<file path="config.mk">
export PLATFORM = sky130hd
export DESIGN_NAME = issue_stage
export DESIGN_NICKNAME = d
export VERILOG_FILES = /design/src/verilog/issue_pkg.sv /design/src/verilog/commit.sv /design/src/verilog/gpr_file.sv /design/src/verilog/issue.sv /design/src/verilog/issue_stage.sv /design/src/verilog/scoreboard.sv
export VERILOG_INCLUDE_DIRS = /design/src /design/src/verilog
export SDC_FILE = /design/constraint.sdc
export NUM_CORES = 2
export LEC_CHECK = 0
export ABC_AREA = 0
export ABC_CLOCK_PERIOD_IN_PS = 6550
export BUFFER_PORTS_ARGS = -buffer_cell sky130_fd_sc_hd__buf_2
export CAP_MARGIN = 10
export CORE_MARGIN = 2
export CORE_UTILIZATION = 30
export DETAILED_ROUTE_END_ITERATION = 8
export PLACE_DENSITY = 0.55
export SLEW_MARGIN = 20
export SYNTH_ARGS = -nofsm -noshare
export SYNTH_HDL_FRONTEND = slang
export SYNTH_SLANG_ARGS = --single-unit
</file>
<file path="constraint.sdc">
create_clock -name clock -period 6.55 [get_ports clock]
set_input_delay 0.3275 -clock clock [delete_from_list [all_inputs] [get_ports clock]]
set_output_delay 0.3275 -clock clock [all_outputs]
set_load 0.005 [all_outputs]
</file>
<file path="src/verilog/issue_cfg.svh">
`ifndef ISSUE_CFG_SVH
`define ISSUE_CFG_SVH

// width of data words and of the pc
`define ISSUE_XLEN 32

// in-flight entries, any power of two from 2 to 16
`define ISSUE_SB_DEPTH 4

// result ports coming back from the functional units
`define ISSUE_WB_PORTS 2

`endif

</file>
<file path="src/verilog/issue_pkg.sv">
`include "issue_cfg.svh"

package issue_pkg;

  // index into the scoreboard, also used as the transaction id
  typedef logic [$clog2(`ISSUE_SB_DEPTH)-1:0] trans_id_t;

  typedef enum logic {
    FU_ALU,
    FU_MDU
  } fu_e;

  typedef enum logic [2:0] {
    ALU_ADD,
    ALU_SUB,
    ALU_XOR,
    ALU_AND,
    MDU_MUL
  } fu_op_e;

  typedef struct packed {
    fu_e                    fu;
    fu_op_e                 op;
    logic [4:0]             rs1;
    logic [4:0]             rs2;
    logic [4:0]             rd;
    logic [`ISSUE_XLEN-1:0] pc;
    logic                   is_rv16;
  } decoder_t;

  typedef struct packed {
    fu_op_e                 op;
    logic [`ISSUE_XLEN-1:0] operand_a;
    logic [`ISSUE_XLEN-1:0] operand_b;
    trans_id_t              trans_id;
  } fu_data_t;

  typedef struct packed {
    logic                   valid;
    trans_id_t              trans_id;
    logic [`ISSUE_XLEN-1:0] data;
  } writeback_t;

endpackage

</file>
<file path="src/verilog/commit.sv">
`include "issue_cfg.svh"

module commit
  import issue_pkg::*;
(
  input  logic                   head_valid,
  input  logic                   head_done,
  input  decoder_t               head_instr,
  input  logic [`ISSUE_XLEN-1:0] head_result,
  output logic                   pop,

  output logic                   gpr_we,
  output logic [4:0]             gpr_waddr,
  output logic [`ISSUE_XLEN-1:0] gpr_wdata,

  output logic                   retire_valid,
  output logic [`ISSUE_XLEN-1:0] retire_pc,
  output logic [4:0]             retire_rd,
  output logic [`ISSUE_XLEN-1:0] retire_wdata,
  output logic                   retire_is_rv16
);

  logic retire;

  // only the oldest entry may leave, so retirement stays in program order
  assign retire = head_valid && head_done;
  assign pop    = retire;

  // x0 still retires and reports its value, it just never lands in the file
  assign gpr_we    = retire && head_instr.rd != 5'd0;
  assign gpr_waddr = head_instr.rd;
  assign gpr_wdata = head_result;

  assign retire_valid   = retire;
  assign retire_pc      = head_instr.pc;
  assign retire_rd      = head_instr.rd;
  assign retire_wdata   = head_result;
  assign retire_is_rv16 = head_instr.is_rv16;

endmodule

</file>
<file path="src/verilog/gpr_file.sv">
`include "issue_cfg.svh"

module gpr_file (
  input  logic                   clock,
  input  logic                   arst_n,
  input  logic [4:0]             gpr_raddr_a,
  input  logic [4:0]             gpr_raddr_b,
  output logic [`ISSUE_XLEN-1:0] gpr_rdata_a,
  output logic [`ISSUE_XLEN-1:0] gpr_rdata_b,
  input  logic                   gpr_we,
  input  logic [4:0]             gpr_waddr,
  input  logic [`ISSUE_XLEN-1:0] gpr_wdata
);

  // x0 has no storage, it is hardwired to zero on the read side
  logic [`ISSUE_XLEN-1:0] regs [1:31];

  always_ff @(posedge clock or negedge arst_n) begin
    if (!arst_n) begin
      for (int i = 1; i < 32; i++) begin
        regs[i] <= '0;
      end
    end else if (gpr_we && gpr_waddr != 5'd0) begin
      regs[gpr_waddr] <= gpr_wdata;
    end
  end

  // same-cycle writes are not bypassed here, the scoreboard still holds that value
  assign gpr_rdata_a = (gpr_raddr_a == 5'd0) ? '0 : regs[gpr_raddr_a];
  assign gpr_rdata_b = (gpr_raddr_b == 5'd0) ? '0 : regs[gpr_raddr_b];

endmodule

</file>
<file path="src/verilog/issue.sv">
`include "issue_cfg.svh"

module issue
  import issue_pkg::*;
(
  input  logic                   clock,
  input  logic                   arst_n,

  input  decoder_t               idu2isu_instr,
  input  logic                   idu_valid,
  output logic                   isu2idu_ready,
  input  logic                   flush_unissued_instr,

  output fu_data_t               fu_data,
  output logic                   alu_valid,
  output logic                   mdu_valid,
  input  logic                   alu_ready,
  input  logic                   mdu_ready,

  output logic                   alloc_valid,
  output decoder_t               alloc_instr,
  input  trans_id_t              alloc_id,
  input  logic                   sb_full,

  output logic [4:0]             rs1_addr,
  output logic [4:0]             rs2_addr,
  input  logic                   rs1_busy,
  input  logic                   rs1_done,
  input  logic                   rs2_busy,
  input  logic                   rs2_done,
  input  logic [`ISSUE_XLEN-1:0] rs1_fwd,
  input  logic [`ISSUE_XLEN-1:0] rs2_fwd,

  output logic [4:0]             gpr_raddr_a,
  output logic [4:0]             gpr_raddr_b,
  input  logic [`ISSUE_XLEN-1:0] gpr_rdata_a,
  input  logic [`ISSUE_XLEN-1:0] gpr_rdata_b
);

  decoder_t               instr_q;
  logic                   valid_q;
  logic [`ISSUE_XLEN-1:0] operand_a;
  logic [`ISSUE_XLEN-1:0] operand_b;
  logic                   operands_ready;
  logic                   unit_ready;
  logic                   dispatch;
  logic                   accept;

  assign rs1_addr    = instr_q.rs1;
  assign rs2_addr    = instr_q.rs2;
  assign gpr_raddr_a = instr_q.rs1;
  assign gpr_raddr_b = instr_q.rs2;

  // an in-flight writer means the register file copy is stale
  assign operand_a = rs1_busy ? rs1_fwd : gpr_rdata_a;
  assign operand_b = rs2_busy ? rs2_fwd : gpr_rdata_b;

  assign operands_ready = !(rs1_busy && !rs1_done) && !(rs2_busy && !rs2_done);
  assign unit_ready     = (instr_q.fu == FU_MDU) ? mdu_ready : alu_ready;

  assign dispatch  = valid_q && operands_ready && unit_ready && !sb_full;
  assign alu_valid = dispatch && instr_q.fu == FU_ALU;
  assign mdu_valid = dispatch && instr_q.fu == FU_MDU;

  // the entry is allocated in the same cycle the unit takes the instruction
  assign alloc_valid = dispatch;
  assign alloc_instr = instr_q;

  assign fu_data = '{op: instr_q.op, operand_a: operand_a, operand_b: operand_b,
                     trans_id: alloc_id};

  assign isu2idu_ready = !valid_q || dispatch;
  assign accept        = idu_valid && isu2idu_ready;

  always_ff @(posedge clock or negedge arst_n) begin
    if (!arst_n) begin
      valid_q <= 1'b0;
    end else if (dispatch) begin
      valid_q <= accept;  // dispatch beats a flush in the same cycle
    end else if (flush_unissued_instr) begin
      valid_q <= 1'b0;
    end else if (accept) begin
      valid_q <= 1'b1;
    end
  end

  always_ff @(posedge clock) begin
    if (accept) begin
      instr_q <= idu2isu_instr;
    end
  end

endmodule

</file>
<file path="src/verilog/issue_stage.sv">
`include "issue_cfg.svh"

module issue_stage
  import issue_pkg::*;
(
  input  logic                             clock,
  input  logic                             arst_n,

  input  decoder_t                         idu2isu_instr,
  input  logic                             idu_valid,
  output logic                             isu2idu_ready,
  input  logic                             flush_unissued_instr,

  output fu_data_t                         fu_data,
  output logic                             alu_valid,
  output logic                             mdu_valid,
  input  logic                             alu_ready,
  input  logic                             mdu_ready,

  input  writeback_t [`ISSUE_WB_PORTS-1:0] wb,

  output logic                             retire_valid,
  output logic [`ISSUE_XLEN-1:0]           retire_pc,
  output logic [4:0]                       retire_rd,
  output logic [`ISSUE_XLEN-1:0]           retire_wdata,
  output logic                             retire_is_rv16
);

  logic                   alloc_valid;
  decoder_t               alloc_instr;
  trans_id_t              alloc_id;
  logic                   sb_full;

  logic [4:0]             rs1_addr;
  logic [4:0]             rs2_addr;
  logic                   rs1_busy;
  logic                   rs1_done;
  logic [`ISSUE_XLEN-1:0] rs1_fwd;
  logic                   rs2_busy;
  logic                   rs2_done;
  logic [`ISSUE_XLEN-1:0] rs2_fwd;

  logic [4:0]             gpr_raddr_a;
  logic [4:0]             gpr_raddr_b;
  logic [`ISSUE_XLEN-1:0] gpr_rdata_a;
  logic [`ISSUE_XLEN-1:0] gpr_rdata_b;
  logic                   gpr_we;
  logic [4:0]             gpr_waddr;
  logic [`ISSUE_XLEN-1:0] gpr_wdata;

  logic                   head_valid;
  logic                   head_done;
  decoder_t               head_instr;
  logic [`ISSUE_XLEN-1:0] head_result;
  logic                   pop;

  issue issue_unit (
    .clock                (clock),
    .arst_n               (arst_n),
    .idu2isu_instr        (idu2isu_instr),
    .idu_valid            (idu_valid),
    .isu2idu_ready        (isu2idu_ready),
    .flush_unissued_instr (flush_unissued_instr),
    .fu_data              (fu_data),
    .alu_valid            (alu_valid),
    .mdu_valid            (mdu_valid),
    .alu_ready            (alu_ready),
    .mdu_ready            (mdu_ready),
    .alloc_valid          (alloc_valid),
    .alloc_instr          (alloc_instr),
    .alloc_id             (alloc_id),
    .sb_full              (sb_full),
    .rs1_addr             (rs1_addr),
    .rs2_addr             (rs2_addr),
    .rs1_busy             (rs1_busy),
    .rs1_done             (rs1_done),
    .rs2_busy             (rs2_busy),
    .rs2_done             (rs2_done),
    .rs1_fwd              (rs1_fwd),
    .rs2_fwd              (rs2_fwd),
    .gpr_raddr_a          (gpr_raddr_a),
    .gpr_raddr_b          (gpr_raddr_b),
    .gpr_rdata_a          (gpr_rdata_a),
    .gpr_rdata_b          (gpr_rdata_b)
  );

  scoreboard scoreboard_unit (
    .clock       (clock),
    .arst_n      (arst_n),
    .alloc_valid (alloc_valid),
    .alloc_instr (alloc_instr),
    .alloc_id    (alloc_id),
    .sb_full     (sb_full),
    .wb          (wb),
    .rs1_addr    (rs1_addr),
    .rs2_addr    (rs2_addr),
    .rs1_busy    (rs1_busy),
    .rs1_done    (rs1_done),
    .rs1_fwd     (rs1_fwd),
    .rs2_busy    (rs2_busy),
    .rs2_done    (rs2_done),
    .rs2_fwd     (rs2_fwd),
    .head_valid  (head_valid),
    .head_done   (head_done),
    .head_instr  (head_instr),
    .head_result (head_result),
    .pop         (pop)
  );

  commit commit_unit (
    .head_valid     (head_valid),
    .head_done      (head_done),
    .head_instr     (head_instr),
    .head_result    (head_result),
    .pop            (pop),
    .gpr_we         (gpr_we),
    .gpr_waddr      (gpr_waddr),
    .gpr_wdata      (gpr_wdata),
    .retire_valid   (retire_valid),
    .retire_pc      (retire_pc),
    .retire_rd      (retire_rd),
    .retire_wdata   (retire_wdata),
    .retire_is_rv16 (retire_is_rv16)
  );

  gpr_file gpr_unit (
    .clock       (clock),
    .arst_n      (arst_n),
    .gpr_raddr_a (gpr_raddr_a),
    .gpr_raddr_b (gpr_raddr_b),
    .gpr_rdata_a (gpr_rdata_a),
    .gpr_rdata_b (gpr_rdata_b),
    .gpr_we      (gpr_we),
    .gpr_waddr   (gpr_waddr),
    .gpr_wdata   (gpr_wdata)
  );

endmodule

</file>
<file path="src/verilog/scoreboard.sv">
`include "issue_cfg.svh"

module scoreboard
  import issue_pkg::*;
(
  input  logic                                   clock,
  input  logic                                   arst_n,

  input  logic                                   alloc_valid,
  input  decoder_t                               alloc_instr,
  output trans_id_t                              alloc_id,
  output logic                                   sb_full,

  input  writeback_t [`ISSUE_WB_PORTS-1:0]       wb,

  input  logic [4:0]                             rs1_addr,
  input  logic [4:0]                             rs2_addr,
  output logic                                   rs1_busy,
  output logic                                   rs1_done,
  output logic [`ISSUE_XLEN-1:0]                 rs1_fwd,
  output logic                                   rs2_busy,
  output logic                                   rs2_done,
  output logic [`ISSUE_XLEN-1:0]                 rs2_fwd,

  output logic                                   head_valid,
  output logic                                   head_done,
  output decoder_t                               head_instr,
  output logic [`ISSUE_XLEN-1:0]                 head_result,
  input  logic                                   pop
);

  localparam int depth = `ISSUE_SB_DEPTH;
  localparam int cnt_w = $clog2(depth) + 1;

  logic [depth-1:0]       valid_q;
  logic [depth-1:0]       done_q;
  decoder_t               instr_q  [depth];
  logic [`ISSUE_XLEN-1:0] result_q [depth];

  trans_id_t              head_q;
  trans_id_t              tail_q;
  logic [cnt_w-1:0]       count_q;

  assign alloc_id = tail_q;  // new entries always go to the tail
  assign sb_full  = (count_q == cnt_w'(depth));

  assign head_valid  = valid_q[head_q];
  assign head_done   = done_q[head_q];
  assign head_instr  = instr_q[head_q];
  assign head_result = result_q[head_q];

  always_ff @(posedge clock or negedge arst_n) begin
    if (!arst_n) begin
      valid_q <= '0;
      done_q  <= '0;
      head_q  <= '0;
      tail_q  <= '0;
      count_q <= '0;
    end else begin
      if (alloc_valid) begin
        valid_q[tail_q] <= 1'b1;
        done_q[tail_q]  <= 1'b0;
        tail_q          <= tail_q + 1'b1;  // pointer wraps on its own
      end
      if (pop) begin
        valid_q[head_q] <= 1'b0;
        head_q          <= head_q + 1'b1;
      end
      // the units only report ids that are outstanding, never the slot being allocated
      for (int p = 0; p < `ISSUE_WB_PORTS; p++) begin
        if (wb[p].valid) begin
          done_q[wb[p].trans_id] <= 1'b1;
        end
      end
      count_q <= count_q + cnt_w'(alloc_valid) - cnt_w'(pop);
    end
  end

  always_ff @(posedge clock) begin
    if (alloc_valid) begin
      instr_q[tail_q] <= alloc_instr;
    end
    for (int p = 0; p < `ISSUE_WB_PORTS; p++) begin
      if (wb[p].valid) begin
        result_q[wb[p].trans_id] <= wb[p].data;
      end
    end
  end

  // walk from head to tail so the youngest writer of the register is the one left standing
  function automatic void lookup(
    input  logic [4:0]             addr,
    output logic                   busy,
    output logic                   done,
    output logic [`ISSUE_XLEN-1:0] fwd
  );
    trans_id_t idx;
    busy = 1'b0;
    done = 1'b0;
    fwd  = '0;
    for (int i = 0; i < depth; i++) begin
      idx = head_q + trans_id_t'(i);
      if (valid_q[idx] && instr_q[idx].rd == addr && addr != 5'd0) begin
        busy = 1'b1;
        done = done_q[idx];
        fwd  = result_q[idx];
      end
    end
  endfunction

  always_comb begin
    lookup(rs1_addr, rs1_busy, rs1_done, rs1_fwd);
    lookup(rs2_addr, rs2_busy, rs2_done, rs2_fwd);
  end

endmodule
</file>
==> results.toml <==
[critical_path]
worstPathRequired_ps = 6220
worstPathMaxFanout = 73
crit_type = "reg2out"
reg2reg_slack_ps = 1600
end_kind = "primary output"
r2r_cells = 11
r2r-end = "scoreboard_unit.instr_q[0][13]"
worstPathArrival_ps = 5560
start_kind = "register"
worstReg2RegStart = "scoreboard_unit.head_q[0]"

[worst_hold_path]
min-delay-start = "idu2isu_instr[26]"
holdPathEnd = "issue_unit.alloc_instr[26]"
min_path_type = "in2reg"
hold_depth = 2

[timing]
rsz0062_at_grt = "no"
slew_viol_final = 0
finalSetupTns_ps = 0
period_share = 0.898
finalHoldViolCount = 0
finClkSkew_ps = 34.1
timing.final.crit_period_ps = 5880
max_slew_margin = 0.215
max_freq_ghz = 0.170
finalSetupViolCount = 0
tightest_slew_ps = 1180

[grt]
grt_pass1_vias = 51300
gr-total-overflow = 0
grt_pass1_wl_mm = 343
antenna_found_initial = 5
grt_use_total = 0.192
grt_start_max_net_pins = 142

[finish]
final_nets = 5998
final_util = 0.349
drive_gt1_frac = 0.275
fin_cells = 9018
syn_to_final_growth_pct = 15.6

[pwr]
p_leak_nw = 32.1
total_power_mw = 30.6
power_density_nw_per_um2 = 377
internal_power_mw = 19.9
power.switching_mw = 10.6
combPwrFrac = 0.338
peakVddDrop_v = 0.000255
p_clk_frac = 0.275
p_sw_frac = 0.348
seqPwrFrac = 0.388

[drt]
first_pass_iters = 5
dr.first_iter.drc_count = 4631
drcViolationCount = 0
vias = 49700
wl_per_cell_um = 25.4
wirelength_mm = 229
via_per_inst = 5.51
ant_nets = 0

[floorplan]
ios = 271
die_x_um = 487
start_util = 0.302
die_y_um = 487
die_area_um2 = 238000
core_area_um2 = 233000
fp-row-count = 177

[placed_design]
place_hpwl_mm = 138
io_buffers = 270
dp.cells = 8608
gp_congestion = 0.854

[synth]
ys.warnings.count = 0
postSynthCellCount = 5726
synth-async-reset-ratio = 0.752
syn_nets = 5865
postSynthAreaPerCell_um2 = 12.2
synth_ff_type = "dfrtp_1"
synth_top_family_by_area = "multiplexers"
synthMuxAreaShare = 0.271
synth_compound_area_frac = 0.109
seq_area_frac_synth = 0.502
synth_seq_cells = 1340
yosys.area_share.adder = 0.00207
netlist_area_um2 = 70100
synth_cell_type_count = 56
synth_xor_xnor_area_share = 0.00550
synth-simple-area-share = 0.0745
synth_edf_count = 332

[clock_tree]
root_buffer = "clkbuf_16"
cts_max_level = 4
cts.sinks = 1340
cts_inserted_buffers = 141
path_clk_slew_ps = 60
cts_tree = "built"
postCtsSetupRepairBufs = 0
cts_buffer_depth = 3
clk_latency_ps = 810

[status]
status = "finished clean"

[job]
cap_violations = 0
-- placed cells by master (no fill, tap or decap), types with 64 or more instances in the layout --
cell type,instances
buf_4,119
nor2_1,110
mux2i_1,78
nand2b_1,66
inv_1,78
a22o_1,64
o211ai_1,65
mux2_2,230
edfxtp_1,332
dlygate4sd3_1,151
dfrtp_1,1006
buf_2,269
o21ai_0,1026
mux4_2,693
nand2_1,1035
a31oi_1,68
clkbuf_16,142
-- synthesized netlist by cell type (6+ instances only) --
library cell | instances | area (um^2)
nor3_1 | 8 | 40.0
nand4b_1 | 6 | 52.6
mux4_2 | 693 | 15600
o21ai_0 | 1060 | 5310
clkbuf_1 | 465 | 1750
nor2_1 | 113 | 424
a22o_1 | 64 | 561
xnor2_1 | 28 | 245
nor3b_1 | 6 | 45.0
and2_1 | 8 | 50.1
o211ai_1 | 65 | 488
nand2_1 | 1063 | 3990
mux2i_1 | 78 | 781
a221o_1 | 32 | 320
buf_1 | 57 | 214
xor2_1 | 16 | 140
a31oi_1 | 68 | 425
ha_1 | 10 | 125
buf_4 | 6 | 45.0
dfrtp_1 | 1008 | 25200
a21oi_1 | 37 | 185
inv_1 | 80 | 300
o22ai_1 | 30 | 188
buf_2 | 39 | 195
edfxtp_1 | 332 | 9970
nand2b_1 | 66 | 413
mux2_2 | 230 | 2590
-- worst max-delay path by stage --
stage,depth (start not counted),slack (ps),endpoint,from
finish,13,670,fu_data[6],scoreboard_unit.head_q[1]
global route,13,360,fu_data[3],scoreboard_unit.head_q[0]
CTS,13,630,fu_data[24],scoreboard_unit.head_q[1]
detailed placement,11,1450,scoreboard_unit.instr_q[3][17],scoreboard_unit.head_q[0]
global placement,11,1460,scoreboard_unit.instr_q[3][17],scoreboard_unit.head_q[0]
floorplan,21,100,scoreboard_unit.instr_q[0][0],scoreboard_unit.head_q[0]
-- power groups by stage --
stage / logic, mW / clock network (mW) / registers [mW]
3_3_place_gp: 10.1 / 0 / 11.8
6_report: 10.3 / 8.40 / 11.9
5_1_grt: 11.2 / 8.90 / 12.1
4_1_cts: 10.4 / 8.56 / 11.8
2_1_floorplan: 7.12 / 0 / 11.5
3_5_place_dp: 10.3 / 0 / 12.0
-- cells by family after synthesis --
kind of cell    after synthesis
compound gates             1378
fa+ha+maj                    11
simple gates               1301
mux                        1001
xor+xnor                     44
flops                      1340
buf+inv                     651
-- worst max-delay path: stages (launching register included) --
cell	delay, ps
dfrtp_4	500
inv_2	80
buf_4	720
mux2_2	480
inv_2	170
xor2_1	90
nor4_1	470
nand4b_1	370
nor2_4	810
buf_4	350
a221o_1	160
o21ai_0	70
a31oi_1	270
buf_2	170
-- flip-flops by register name (all words and copies together), names as in the netlist, 2 cells and up --
signal                    cells
scoreboard_unit.result_q    128
gpr_unit.regs               992
issue_unit.gpr_raddr_a        5
scoreboard_unit.instr_q     152
issue_unit.gpr_raddr_b        5
scoreboard_unit.done_q        4
scoreboard_unit.count_q       3
issue_unit.alloc_instr       42
scoreboard_unit.valid_q       4
scoreboard_unit.alloc_id      2
scoreboard_unit.head_q        2
-- layout make-up --
cell class / count / area (um^2)
Clock buffer: 211 / 4190
Antenna cell: 2 / 5.00
Inverter: 82 / 310
Multi-Input combinational cell: 3735 / 32700
Timing Repair Buffer: 559 / 4150
Clock inverter: 46 / 666
Fill cell: 22700 / 151000
Sequential cell: 1340 / 35200
Tap cell: 3043 / 3810
-- stage by stage --
| step | hold slack, ps | cell area [um^2] | setup slack (ps) |
|---|---|---|---|
| after floorplan | 31.9 | 70100 | 100 |
| after global placement | 451 | 74700 | 1460 |
| after detailed placement | 462 | 74700 | 1450 |
| after CTS | 162 | 81000 | 626 |
| after global routing | 192 | 81000 | 364 |
| final | 225 | 81000 | 667 |
-- per-layer routing --
metal  vias to the layer above  global-route usage  share of wire
met5                         -                   0       0.000039
met4                         2              0.0771          0.040
met3                       438              0.0308          0.069
met2                      1904               0.308           0.47
met1                     25800               0.260           0.42
li1                      21500                   -              -
-- repair_timing --
item,in CTS,in global routing
endpoints found under the hold margin,265,0
hold buffers,151,0
resized for setup,0,0
No activity file was read; power rests on OpenSTA's default activity.
